**src/source/l1d_pkg.sv**
```systemverilog
`default_nettype none

package l1d_pkg;
	// Cache geometry
	localparam int L1D_WAYS = 4;
	localparam int L1D_SETS = 16;
	localparam int L1D_WORDS_PER_LINE = 4;
	localparam int L1D_TAG_WIDTH = 26;

	// Upper address half that selects uncached I/O space
	localparam logic [15:0] IO_PAGE = 16'hffff;

	typedef logic [$clog2(L1D_WAYS) - 1:0] l1d_way_idx_t;
	typedef logic [$clog2(L1D_SETS) - 1:0] l1d_set_idx_t;
	typedef logic [$clog2(L1D_WORDS_PER_LINE) - 1:0] l1d_word_idx_t;
	typedef logic [L1D_TAG_WIDTH - 1:0] l1d_tag_t;

	// Address fields, tag in the top bits, word offset at the bottom
	typedef struct packed {
		l1d_tag_t tag;
		l1d_set_idx_t set_idx;
		l1d_word_idx_t word_idx;
	} l1d_addr_fields_t;

	// Same 32 bits seen either as a raw word or split into fields
	typedef union packed {
		logic [31:0] raw;
		l1d_addr_fields_t f;
	} l1d_addr_t;

	// Work handed from the data stage to the bus FSM
	typedef enum logic [1:0] {
		BUS_FILL,
		BUS_UNCACHED_READ,
		BUS_WRITE
	} bus_op_t;
endpackage

`default_nettype wire

```
**src/source/dcache_if.sv**
```systemverilog
`timescale 1ns/1ps
`default_nettype none

// Tag RAM and valid bit update, one-hot way select
interface tag_update_if import l1d_pkg::*; ();
	logic [L1D_WAYS - 1:0] en_oh;
	l1d_set_idx_t set_idx;
	l1d_tag_t tag;
	logic valid;

	modport source(output en_oh, set_idx, tag, valid);
	modport target(input en_oh, set_idx, tag, valid);
endinterface

// Single word write into one way's data RAM
interface line_write_if import l1d_pkg::*; ();
	logic en;
	l1d_set_idx_t set_idx;
	l1d_way_idx_t way;
	l1d_word_idx_t word_idx;
	logic [31:0] data;

	modport source(output en, set_idx, way, word_idx, data);
	modport target(input en, set_idx, way, word_idx, data);
endinterface

`default_nettype wire

```
**src/source/l1d_bus_fsm.sv**
```systemverilog
`timescale 1ns/1ps
`default_nettype none

module l1d_bus_fsm import l1d_pkg::*;
	(input wire clk,
	input wire reset,

	// From data stage
	input wire bus_req,
	input wire bus_op_t bus_op,
	input wire l1d_addr_t bus_addr,
	input wire [31:0] bus_store_value,
	input wire l1d_way_idx_t bus_victim,
	output logic busy,
	output logic bus_resp,
	output logic [31:0] bus_resp_data,

	// Cache updates
	tag_update_if.source tag_update,
	line_write_if.source line_write,
	output logic lru_fill_en,
	output l1d_set_idx_t lru_fill_set,
	output l1d_way_idx_t lru_fill_way,

	// Beat counter
	output logic beat_start,
	output logic [2:0] beat_len,
	input wire l1d_word_idx_t beat_word,
	input wire beat_last,

	// Wishbone master
	output logic wb_cyc,
	output logic wb_stb,
	output logic wb_we,
	output logic [31:0] wb_adr,
	output logic [31:0] wb_dat_w,
	input wire [31:0] wb_dat_r,
	input wire wb_ack);

	typedef enum logic [1:0] {
		IDLE,
		BEAT,
		GAP,
		FINISH
	} state_t;

	state_t state;
	bus_op_t op;
	l1d_addr_t addr;
	logic [31:0] store_value;
	l1d_way_idx_t victim;
	logic settle;
	logic beat_ack;
	logic is_fill;

	assign is_fill = op == BUS_FILL;
	assign beat_ack = state == BEAT && wb_ack;

	// Extra settle cycle lets the stalled tag stage re-read the updated tags
	assign busy = state != IDLE || bus_req || settle;

	assign beat_start = state == IDLE && bus_req;
	assign beat_len = bus_op == BUS_FILL ? 3'd4 : 3'd1;

	// Wishbone signals follow the state and stay stable for the whole beat
	assign wb_cyc = state == BEAT;
	assign wb_stb = state == BEAT;
	assign wb_we = wb_cyc && op == BUS_WRITE;
	assign wb_dat_w = store_value;
	assign wb_adr = is_fill ? {addr.f.tag, addr.f.set_idx, beat_word} : addr.raw;

	// Fill beats land in the victim way as they arrive
	assign line_write.en = beat_ack && is_fill;
	assign line_write.set_idx = addr.f.set_idx;
	assign line_write.way = victim;
	assign line_write.word_idx = beat_word;
	assign line_write.data = wb_dat_r;

	// New line becomes valid only once all its words are written
	assign tag_update.en_oh = state == FINISH ? L1D_WAYS'(1) << victim : '0;
	assign tag_update.set_idx = addr.f.set_idx;
	assign tag_update.tag = addr.f.tag;
	assign tag_update.valid = 1'b1;

	assign lru_fill_en = state == FINISH;
	assign lru_fill_set = addr.f.set_idx;
	assign lru_fill_way = victim;

	always_ff @(posedge clk, posedge reset)
	begin
		if (reset)
		begin
			state <= IDLE;
			settle <= 1'b0;
			bus_resp <= 1'b0;
		end
		else
		begin
			settle <= state == FINISH;
			// Answer on the requested word of a fill or on any single beat
			bus_resp <= beat_ack && (!is_fill || beat_word == addr.f.word_idx);
			case (state)
				IDLE:
					if (bus_req)
						state <= BEAT;
				BEAT:
					if (wb_ack)
					begin
						if (!beat_last)
							state <= GAP;
						else if (is_fill)
							state <= FINISH;
						else
							state <= IDLE;
					end
				GAP:
					state <= BEAT;
				default:
					state <= IDLE;
			endcase
		end
	end

	always_ff @(posedge clk)
	begin
		if (beat_start)
		begin
			op <= bus_op;
			addr <= bus_addr;
			store_value <= bus_store_value;
			victim <= bus_victim;
		end
		// Store acks return the written value
		if (beat_ack)
			bus_resp_data <= wb_we ? store_value : wb_dat_r;
	end
endmodule

`default_nettype wire

```
**src/flat_wrapper.sv**
```systemverilog
// flat-port wrapper written by rule: the top's interface ports become plain ports
module l1d_bus_fsm_flat import l1d_pkg::*;
  (clk, reset, bus_req, bus_op, bus_addr, bus_store_value, bus_victim, busy, bus_resp, bus_resp_data, lru_fill_en, lru_fill_set, lru_fill_way, beat_start, beat_len, beat_word, beat_last, wb_cyc, wb_stb, wb_we, wb_adr, wb_dat_w, wb_dat_r, wb_ack, tag_update_en_oh, tag_update_set_idx, tag_update_tag, tag_update_valid, line_write_en, line_write_set_idx, line_write_way, line_write_word_idx, line_write_data);
  tag_update_if tag_update_i ();
  line_write_if line_write_i ();
  input wire clk;
  input wire reset;
  input wire bus_req;
  input wire bus_op_t bus_op;
  input wire l1d_addr_t bus_addr;
  input wire [31:0] bus_store_value;
  input wire l1d_way_idx_t bus_victim;
  output logic busy;
  output logic bus_resp;
  output logic [31:0] bus_resp_data;
  output logic lru_fill_en;
  output l1d_set_idx_t lru_fill_set;
  output l1d_way_idx_t lru_fill_way;
  output logic beat_start;
  output logic [2:0] beat_len;
  input wire l1d_word_idx_t beat_word;
  input wire beat_last;
  output logic wb_cyc;
  output logic wb_stb;
  output logic wb_we;
  output logic [31:0] wb_adr;
  output logic [31:0] wb_dat_w;
  input wire [31:0] wb_dat_r;
  input wire wb_ack;
  output wire logic [$bits(tag_update_i.en_oh)-1:0] tag_update_en_oh;
  output wire logic [$bits(tag_update_i.set_idx)-1:0] tag_update_set_idx;
  output wire logic [$bits(tag_update_i.tag)-1:0] tag_update_tag;
  output wire logic [$bits(tag_update_i.valid)-1:0] tag_update_valid;
  output wire logic [$bits(line_write_i.en)-1:0] line_write_en;
  output wire logic [$bits(line_write_i.set_idx)-1:0] line_write_set_idx;
  output wire logic [$bits(line_write_i.way)-1:0] line_write_way;
  output wire logic [$bits(line_write_i.word_idx)-1:0] line_write_word_idx;
  output wire logic [$bits(line_write_i.data)-1:0] line_write_data;
  assign tag_update_en_oh = tag_update_i.en_oh;
  assign tag_update_set_idx = tag_update_i.set_idx;
  assign tag_update_tag = tag_update_i.tag;
  assign tag_update_valid = tag_update_i.valid;
  assign line_write_en = line_write_i.en;
  assign line_write_set_idx = line_write_i.set_idx;
  assign line_write_way = line_write_i.way;
  assign line_write_word_idx = line_write_i.word_idx;
  assign line_write_data = line_write_i.data;
  l1d_bus_fsm u_core (.clk(clk), .reset(reset), .bus_req(bus_req), .bus_op(bus_op), .bus_addr(bus_addr), .bus_store_value(bus_store_value), .bus_victim(bus_victim), .busy(busy), .bus_resp(bus_resp), .bus_resp_data(bus_resp_data), .tag_update(tag_update_i), .line_write(line_write_i), .lru_fill_en(lru_fill_en), .lru_fill_set(lru_fill_set), .lru_fill_way(lru_fill_way), .beat_start(beat_start), .beat_len(beat_len), .beat_word(beat_word), .beat_last(beat_last), .wb_cyc(wb_cyc), .wb_stb(wb_stb), .wb_we(wb_we), .wb_adr(wb_adr), .wb_dat_w(wb_dat_w), .wb_dat_r(wb_dat_r), .wb_ack(wb_ack));
endmodule
```
**config.mk**
```make
export PLATFORM = sky130hd
export DESIGN_NAME = l1d_bus_fsm_flat
export DESIGN_NICKNAME = d
export VERILOG_FILES = /design/src/source/l1d_pkg.sv /design/src/source/dcache_if.sv /design/src/source/l1d_bus_fsm.sv /design/src/flat_wrapper.sv
export SDC_FILE = /design/constraint.sdc
export NUM_CORES = 1
export LEC_CHECK = 0
export BUFFER_PORTS_ARGS = -buffer_cell sky130_fd_sc_hd__buf_2
export CAP_MARGIN = 20
export CORE_ASPECT_RATIO = 0.7
export CORE_MARGIN = 10
export CORE_UTILIZATION = 43
export DETAILED_ROUTE_END_ITERATION = 6
export GPL_TIMING_DRIVEN = 1
export MAX_ROUTING_LAYER = met4
export PLACE_DENSITY = 0.81
export SLEW_MARGIN = 20
export SYNTH_ARGS = -nofsm -noshare
export SYNTH_HDL_FRONTEND = slang
export SYNTH_SLANG_ARGS = --single-unit
```
**constraint.sdc**
```tcl
create_clock -name clk -period 7.3 [get_ports clk]
set_input_delay 0.73 -clock clk [delete_from_list [all_inputs] [get_ports clk]]
set_output_delay 0.73 -clock clk [all_outputs]
set_load 0.01 [all_outputs]
```
==> results.ini, run 1 <==
[clock_tree]
cts_root_buffer=clkbuf_16
ctsHoldBuffers=0
htree_num_levels=3
cts_resized=0
cts_tree=done
clkSinkCount=104
insertion_delay_ns=0.34
postCtsSetupBuffers=0
clkTransAtPathRegs_ns=0.07
cts-buffers-inserted=9
clk_path_buf_depth=2

[route]
viasPerCell=4.48
route.vias.total=2735
ant_nets=0
post-route-drc-count=0
drt-total-wl_um=12400
wire_per_inst_um=20.3
drt_iter0_markers=102
firstDrtPassIters=4

[sta]
slew_headroom_pct=63.7
grt_setup_unrepaired=no
hold_viol_final=0
finalMaxSlewViolations=0
setup_viol=0
fin_skew_ns=0.00624
layout_min_cycle_time_ns=2.89
period_share_pct=39.6
max_freq_ghz=0.346
worstMarginPinSlew_ns=0.545
tns_ns=0

[flow_run]
cap_violations=0

[setup_path]
crit_buf_inv=2
start_kind=flop
critical_path_arrival_ns=2.16
cp_max_fo=21
worst_path_max_delay_cell=and3b_2
crit_start=u_core.state[0]
path_cells=nor2b_2, and3b_2, buf_4, buf_2
required_ns=6.57
critPathCaptureType=output port
reg2reg_from=u_core.state[0]
worstSetupPathType=reg2out
critical-path-max-stage-delay_ns=0.50
crit_family=simple AND/OR/NAND/NOR gates

[floorplanning]
start_util_pct=44.4
die_x_um=144
die-area_um2=15400
die_y_um=107
core_um2=10400
fp-row-count=31
pin_count=295

[cells_and_area]
area_growth_pct=23.0
fin_util_pct=54.6
drive_above_1_share_pct=73.0
insertedDiodeCount=0
finalNetCount=581

[yosys]
synth_area_um2=4630
ys_seq_elements=104
yosys.area.top_type=edfxtp_1
synthCells=278
avgSynthCellArea_um2=16.7
synth_most_common_cell=buf_4
synth_top_area_share_pct=64.8
synth-edff-count=100
synth_warnings=0
ys_top_cells_by_count=buf_4, edfxtp_1, mux2_4
async_flop_share_pct=3.85
ys_types=22
syn_nets=385
seq_area_frac_synth_pct=67.0
ys.flop_type=edfxtp_1
ys_top_cells_by_area=edfxtp_1, buf_4, mux2_4, dfrtp_1, buf_12

[place]
gp_congestion=0.772
hpwlAfterDp_um=10300
port_buffers=292

[grt]
grt.overflow.total=0
grt_max_degree=45
grt_pass1_vias=3077
antenna_found_initial=0
grt_pass1_wl_um=17800
grt_usage_pct=15.7

[hold_path]
hp-class=in2async

[power]
peakVddDrop_uv=129
p_leak_nw=2.61
power.density_nw_per_um2=291

[status]
status=complete, no violations

area by class of cell:
type                       count  area [µm²]
fill                         835        4740
sequential                   104        3100
timing repair buffer         296        1490
multi-input combinational     58         641
clock buffer                   9         225
tap                          132         165
clock inverter                 6        52.6
inverter                       5        18.8
cell families after synthesis:
group           Yosys count  synth area share (%)
compound gates            4                 0.486
xor+xnor                  2                 0.378
buf+inv                 116                  19.3
flops                   104                  67.0
mux                      34                  10.6
other cells               2                 0.162
simple gates             16                  2.05
metal layers:
layer	track usage, %	part of all wire [%]	vias up
met5	-	0	-
met4	5.01	1.7	0
met3	8.25	14	16
met2	27.0	51	189
met1	14.8	34	1273
li1	-	-	1257
flip-flops by register name, indices dropped and copies added (netlist names):
name                   cells
u_core.addr               32
u_core.bus_resp_data      32
u_core.wb_dat_w           32
u_core.line_write.way      2
u_core.op                  2
u_core.state               2
u_core.bus_resp            1
u_core.settle              1
worst register-to-register path: stages, from the launching register on:
cell     delay (ns)
dfrtp_1        0.43
nor2b_2        0.24
and3b_2        0.50
buf_4          0.43
mux2_2         0.38
power breakdown:
part	internal, mW	switching [mW]	leakage (nW)	total (mW)
Clock	0.235	0.214	0.130	0.448
Sequential	0.778	0.0396	0.982	0.817
Combinational	0.164	0.226	1.49	0.390
cells in the final DEF (no fill, tap or decap):
cell type   instances
inv_1               5
buf_2             292
inv_8               1
mux2_2              5
o21a_1              1
nand2b_1            1
clkinvlp_4          2
or2_2               1
inv_6               2
and3_1              1
mux2_4             29
buf_4               4
nor2_1              2
xnor2_1             2
nand3b_1            1
and3b_2             1
nor3_1              2
dfrtp_1             4
edfxtp_1          100
a21oi_1             3
conb_1              2
nor2b_2             1
nand2_1             3
clkinv_4            1
nor3b_1             2
clkbuf_16           9
nor3b_2             1
path summary, 6_finish.rpt:
| path | to | slack [ns] | cells past startpoint |
|---|---|---|---|
| worst max-delay path | wb_we | 4.41 | 4 |
| worst min-delay path | u_core.state[0] | 0.27 | 2 |
| worst max register to register | u_core.bus_resp_data[1] | 5.08 | 4 |
| worst min register to register | u_core.bus_resp_data[26] | 0.57 | 1 |
| max in group asynchronous | u_core.settle | 6.88 | 2 |
| min in group clk | u_core.addr[22] | 0.56 | 1 |
per-stage QoR:
step           instances  power (mW)  setup WS (ns)  hold WS [ns]  instance area, µm²
2_1_floorplan        278        1.12          0.719         0.496                4630
3_3_place_gp         595        1.22           4.82         0.559                5420
3_5_place_dp         595        1.23           4.75         0.560                5420
4_1_cts              610        1.68           4.36         0.255                5700
5_1_grt              610        1.74           4.22         0.265                5700
6_report             610        1.66           4.41         0.267                5700
Power figures use the tool's default switching activity.
==> run 2, diff against run 1 <==
CORE_UTILIZATION = 39   (was 43)
PLACE_DENSITY = 0.77   (was 0.81)
clock period = 2.4 ns   (was 7.3 ns; I/O delays follow)
==> run 2 against run 1 <==
  * Register-to-register slack got worse by 4.6 ns
  * Clock skew rose by 0.00063 ns
  * Setup slack worse by 4.0 ns
  * Non-clock buffer count grew 4
  * Die area increased by 8.5%
  * Global-route usage decreased by 0.82 points
  * Sequential cell count unchanged
  * Clock-buffer cell count did not move
  * Combinational power grew to 3.2 times the previous value
==> results.ini, run 2 (same netlist as run 1, synthesis figures left out) <==
[power]
p_total_mw=5.16  ; +210%
peakVddDrop_uv=360  ; +180%
p_seq_share_pct=48.2  ; -1.2 points
switching_share_pct=28.1  ; -0.82 points
p_leak_nw=2.65  ; +1.7%
pwr-share-clk_pct=28.0  ; +0.9 points
net-switching-power_mw=1.45  ; +200%
pwr-share-comb_pct=23.8  ; +0.2 points
internal_power_mw=3.71  ; +220%
power.density_nw_per_um2=889  ; +210%

[hold_path]
hp-class=in2reg
min-delay-start=bus_addr[7]

[sta]
hold_viol_final=0  ; unchanged
period_share_pct=84.6
grt_setup_unrepaired=no
max_freq_ghz=0.493
tns_ns=0  ; unchanged
whs_ns=0.0690  ; -0.198 ns
layout_min_cycle_time_ns=2.03
fin_skew_ns=0.00687  ; +0.000632 ns
setup_viol=0  ; unchanged
finalMaxSlewViolations=0  ; unchanged

[grt]
grt_usage_pct=14.8  ; -0.82 points
grt_max_degree=31  ; -31%
grt_pass1_wl_um=18500  ; +3.9%
grt_pass1_vias=3211  ; +4.4%
antenna_found_initial=0  ; unchanged
grt.overflow.total=0  ; unchanged

[flow_run]
cap_violations=0  ; unchanged

[cells_and_area]
insertedDiodeCount=0  ; unchanged
finalNetCount=585  ; +0.69%
stdcell_count=640  ; +4.9%
multiInputGateArea_um2=647  ; +0.98%
final_area_um2=5810  ; +2.0%
final_common_cell=buf_2
area_growth_pct=25.5
seq_area_um2=3100  ; unchanged
drive_above_1_share_pct=72.9  ; -0.13 points
final_cell_mix=buf_2, edfxtp_1, mux2_4, clkbuf_16
fill_cells=1035  ; +24%

[floorplanning]
core_um2=11600  ; +12%
pin_count=295  ; unchanged
die_y_um=111  ; +4.1%
fp-row-count=33  ; +6.5%
die_x_um=150  ; +4.3%
die-area_um2=16700  ; +8.5%
start_util_pct=39.8  ; -4.6 points

[route]
firstDrtPassIters=4  ; unchanged
route.vias.total=2741  ; +0.22%
viasPerCell=4.28  ; -4.5%
drt-total-wl_um=12500  ; +1.5%
wire_per_inst_um=19.6  ; -3.3%
drt_iter0_markers=119  ; +17%
ant_nets=0  ; unchanged
post-route-drc-count=0  ; unchanged

[place]
port_buffers=292  ; unchanged
hpwlAfterDp_um=10600  ; +3.3%
gp_congestion=0.856  ; +11%
placed_area_um2=5500  ; +1.6%
dpl.cell_count=623  ; +4.7%

[setup_path]
start_kind=flop
cp_max_fo=20  ; -4.8%
crit_buf_inv=2  ; unchanged
critical-path-max-stage-delay_ns=0.44  ; -0.06 ns
critPathCaptureType=output port
worst_path_max_delay_cell=dfrtp_1
critical_path_arrival_ns=1.79  ; -0.37 ns
worstSetupPathType=reg2out
crit_family=buffers and inverters
reg2reg_from=u_core.state[0]
required_ns=2.16  ; -4.41 ns
crit_start=u_core.state[0]
path_cells=nor2b_2, and3b_2, buf_4, buf_2

[clock_tree]
cts_tree=done
clkTransAtPathRegs_ns=0.07  ; about the same
cts_root_buffer=clkbuf_16
insertion_delay_ns=0.34  ; about the same
cts_resized=0  ; unchanged
cts-buffers-inserted=9  ; unchanged
clkSinkCount=104  ; unchanged
htree_num_levels=3  ; unchanged
clk_path_buf_depth=2  ; unchanged

[status]
status=complete, no violations

## run 2: changes by cell type in the layout (fill, tap and decap cells not counted), sizes merged
| cell | delta |
|---|---|
| clkinv | +3 |
| inv | -1 |
| clkinvlp | -2 |
| buf | +3 |
| dlygate4sd3 | +1 |
| bufinv | +1 |
## run 2: per-layer routing
layer  track usage, %  wire length, µm
met1             14.7             4530
met2             25.8             6410
met3             7.01             1470
met4             3.68              132
met5                -                0
## run 2: worst paths after layout
path,endpoint,slack [ns],cells past startpoint
worst max-delay path,wb_we,0.37,4
worst min-delay path,u_core.addr[7],0.07,1
worst max register to register,u_core.bus_resp_data[0],0.52,4
worst min register to register,u_core.bus_resp_data[13],0.58,1
max in group asynchronous,u_core.state[0],1.91,3
min in group asynchronous,u_core.state[1],0.33,3
## run 2: area by class of cell
class / instances / share of cell area, %
multi-input cells: 58 / 11.1
repair buffers: 300 / 26.7
clock inverters: 7 / 1.21
inverters: 5 / 0.323
clock buffers: 9 / 3.88
flip-flops and latches: 104 / 53.4
well taps: 157 / 3.38
## run 2: timing repair
item | in CTS | in global routing
hold buffers | 1 | 0
buffers inserted | 0 | 0
setup endpoints to repair | 0 | 0
endpoints found under the hold margin | 4 | 0
## run 2: power by group through the flow
stage	logic (mW)	registers, mW	clock network (mW)
after global routing	1.33	2.53	1.56
after floorplan	0.788	2.62	0
final	1.23	2.49	1.44
after detailed placement	1.27	2.53	0
after CTS	1.27	2.49	1.49
after global placement	1.25	2.52	0
## run 2: stage by stage
stage	setup slack [ns]	utilization, %
after global routing	0.233	49.9
final	0.370	49.9
after detailed placement	0.529	47.3
after global placement	0.569	47.3
after CTS	0.343	49.9
after floorplan	-0.319	-
==> run 3, diff against run 2 <==
ABC_AREA = 1   (was not set)
CORE_UTILIZATION = 38   (was 39)
PLACE_DENSITY = 0.76   (was 0.77)
clock period = 1.7 ns   (was 2.4 ns; I/O delays follow)
==> run 3 against run 2 <==
  * Sequential share of layout area shrank 5.7 points
  * First-iteration DRC count up 94%
  * Non-clock buffer count grew 69
  * Register-to-register slack worse by 0.37 ns
  * Final cell count rose by 24%
  * Clock skew fell by 0.00094 ns
  * Critical path depth unchanged
  * Design area is 12% higher
  * Synthesized cell count rose by 31%
  * Clock-buffer cell count is the same
  * Critical endpoint is now wb_cyc
  * Largest cell class unchanged
==> results.ini, run 3 <==
[status]
status=complete, no violations

[place]
port_buffers=292  ; unchanged
pre_cts_slack_ns=0.126  ; -0.403 ns
placed_area_um2=5470  ; -0.70%
gp_congestion=0.829  ; -3.1%
hpwlAfterDp_um=10600  ; -0.24%

[route]
ant_nets=0  ; unchanged
viasPerCell=4.37  ; +2.1%
drt_iter0_markers=231  ; +94%
wire_per_inst_um=18.2  ; -7.0%
post-route-drc-count=0  ; unchanged
drt-total-wl_um=14500  ; +16%
firstDrtPassIters=4  ; unchanged
route.vias.total=3475  ; +27%

[cells_and_area]
insertedDiodeCount=0  ; unchanged
area_growth_pct=43.3
fill_cells=967  ; -6.6%
final_common_cell=buf_2
finalNetCount=740  ; +26%
final_area_um2=6510  ; +12%
fin_util_pct=55.7  ; +5.8 points
drive_above_1_share_pct=52.7  ; -20 points
final_cell_mix=buf_2, nand2_1, edfxtp_1, dlygate4sd3_1, inv_1

[sta]
period_share_pct=94.7
finalMaxSlewViolations=0  ; unchanged
hold_viol_final=0  ; unchanged
timing.final.ws_setup_ns=0.0894  ; -0.281 ns
layout_min_cycle_time_ns=1.61
setup_viol=0  ; unchanged
fin_skew_ns=0.00592  ; -0.000944 ns
max_freq_ghz=0.621
grt_setup_unrepaired=no

[yosys]
ys_seq_elements=104  ; unchanged
synth_most_common_cell=nand2_1
yosys.area.top_type=edfxtp_1
ys_top_cells_by_area=edfxtp_1, buf_4, nand2_1, dfrtp_1, inv_1
avgSynthCellArea_um2=12.4  ; -25%
synth_simple_gate_area_share_pct=10.9  ; +8.9 points
synthMuxAreaShare_pct=0  ; -11 points
syn_nets=472  ; +23%
seq_area_frac_synth_pct=68.3  ; +1.3 points
synth_xor_area_share_pct=0  ; -0.38 points
synthAdderAreaFrac_pct=0  ; unchanged
ys.flop_type=edfxtp_1
synth-edff-count=100  ; unchanged
synth_warnings=0  ; unchanged
synth_compound_area_share_pct=0.441  ; -0.046 points
synth_area_um2=4540  ; -1.9%
ys_top_cells_by_count=nand2_1, buf_4, edfxtp_1
synth_top_family_by_area=buffers and inverters
synthCells=365  ; +31%
ys_types=17  ; -23%
synth_top_area_share_pct=66.1  ; +1.3 points
async_flop_share_pct=3.85  ; unchanged

[clock_tree]
htree_num_levels=3  ; unchanged
insertion_delay_ns=0.34  ; about the same
clkSinkCount=104  ; unchanged
cts-buffers-inserted=9  ; unchanged
clkTransAtPathRegs_ns=0.07  ; about the same
cts_root_buffer=clkbuf_16
cts_tree=done
clk_path_buf_depth=2  ; unchanged

[grt]
grt.overflow.total=0  ; unchanged
grt_max_degree=32  ; +3.2%
grt_pass1_wl_um=21300  ; +15%
grt_pass1_vias=3843  ; +20%
antenna_found_initial=0  ; unchanged
grt_usage_pct=16.7  ; +1.9 points

[setup_path]
critPathCaptureType=output port
start_kind=flop
cp_max_fo=4  ; -80%
required_ns=1.53  ; -0.63 ns
worstSetupPathType=reg2out
reg2reg_from=u_core.state[1]
r2r_end=u_core.bus_resp_data[3]
rr_worst_depth=6  ; +2
r2r_setup_slack_ns=0.15  ; -0.37 ns
crit_start=u_core.state[1]
critical_path_arrival_ns=1.44  ; -0.35 ns
crit_end=wb_cyc

[floorplanning]
die_x_um=151  ; +0.29%
start_util_pct=38.9  ; -0.90 points
pin_count=295  ; unchanged
fp-row-count=33  ; unchanged
die-area_um2=16800  ; +0.56%
core_um2=11700  ; +0.35%
die_y_um=111  ; +0.27%

[power]
power.density_nw_per_um2=1240  ; +39%
peakVddDrop_uv=585  ; +62%
p_leak_nw=3.09  ; +16%

[hold_path]
min-delay-start=bus_store_value[2]
hp-class=in2reg

[flow_run]
cap_violations=0  ; unchanged

==> run 3: repair_timing <==
action,in CTS,in global routing
pin swaps,4,1
endpoints found under the hold margin,57,7
endpoints found under the setup margin,2,2
hold buffers,54,7
setup buffers,7,0
gates cloned,2,1
resized for setup,5,5
==> run 3: metal layers <==
| metal | GRT usage, % | wire (µm) | share of wire, % | up-vias |
|---|---|---|---|---|
| met4 | 4.16 | 187 | 1.3 | 0 |
| met2 | 29.1 | 7360 | 51 | 200 |
| met3 | 6.92 | 1650 | 11 | 17 |
| li1 | - | - | - | 1625 |
| met1 | 17.1 | 5300 | 37 | 1633 |
| met5 | - | 0 | 0 | - |
==> run 3: how the worst min path moves through the flow <==
stage,cells past startpoint,slack (ns),end
6_report,1,0.01,u_core.wb_dat_w[2]
5_1_grt,1,0.002,u_core.addr[4]
4_1_cts,1,0.0004,u_core.wb_dat_w[2]
3_5_place_dp,2,0.07,u_core.settle
3_3_place_gp,2,0.05,u_core.settle
2_1_floorplan,1,-0.06,u_core.bus_resp
==> run 3: cell type report <==
class	count	area, µm²	area share [%]
clock buffers	9	225	3.46
clock inverters	7	53.8	0.826
inverters	17	70.1	1.08
multi-input cells	132	572	8.78
flip-flops and latches	104	3110	47.7
well taps	157	196	3.02
repair buffers	369	2290	35.1
==> run 3: through the flow <==
| stage | setup TNS (ns) | power, mW | std cells | hold slack, ns |
|---|---|---|---|---|
| after floorplan | -61.23 | 5.10 | 365 | -0.0639 |
| after global placement | 0 | 5.76 | 708 | 0.0499 |
| after detailed placement | 0 | 5.84 | 708 | 0.0669 |
| after CTS | 0 | 8.11 | 787 | 0.000391 |
| after global routing | 0 | 8.52 | 795 | 0.00158 |
| final | 0 | 8.07 | 795 | 0.0132 |
==> run 3: cell families (layout without fill, tap and decap cells) <==
logic type,after synthesis,after routing
AO/OA/AOI/OAI,4,4
buffers and inverters,130,402
flip-flops,104,104
other,2,2
AND/OR/NAND/NOR,125,126
==> run 3: where the power goes <==
part	leakage, nW	internal [mW]	switching [mW]
Combinational	1.97	1.02	1.43
Sequential	0.982	3.47	0.226
Clock	0.136	1.01	0.916
==> run 3: critical path: stages, from the launching register on <==
cell and delay (ns):
dfrtp_2 0.46, nor2_4 0.23, buf_4 0.18, buf_4 0.11
buf_2 0.13
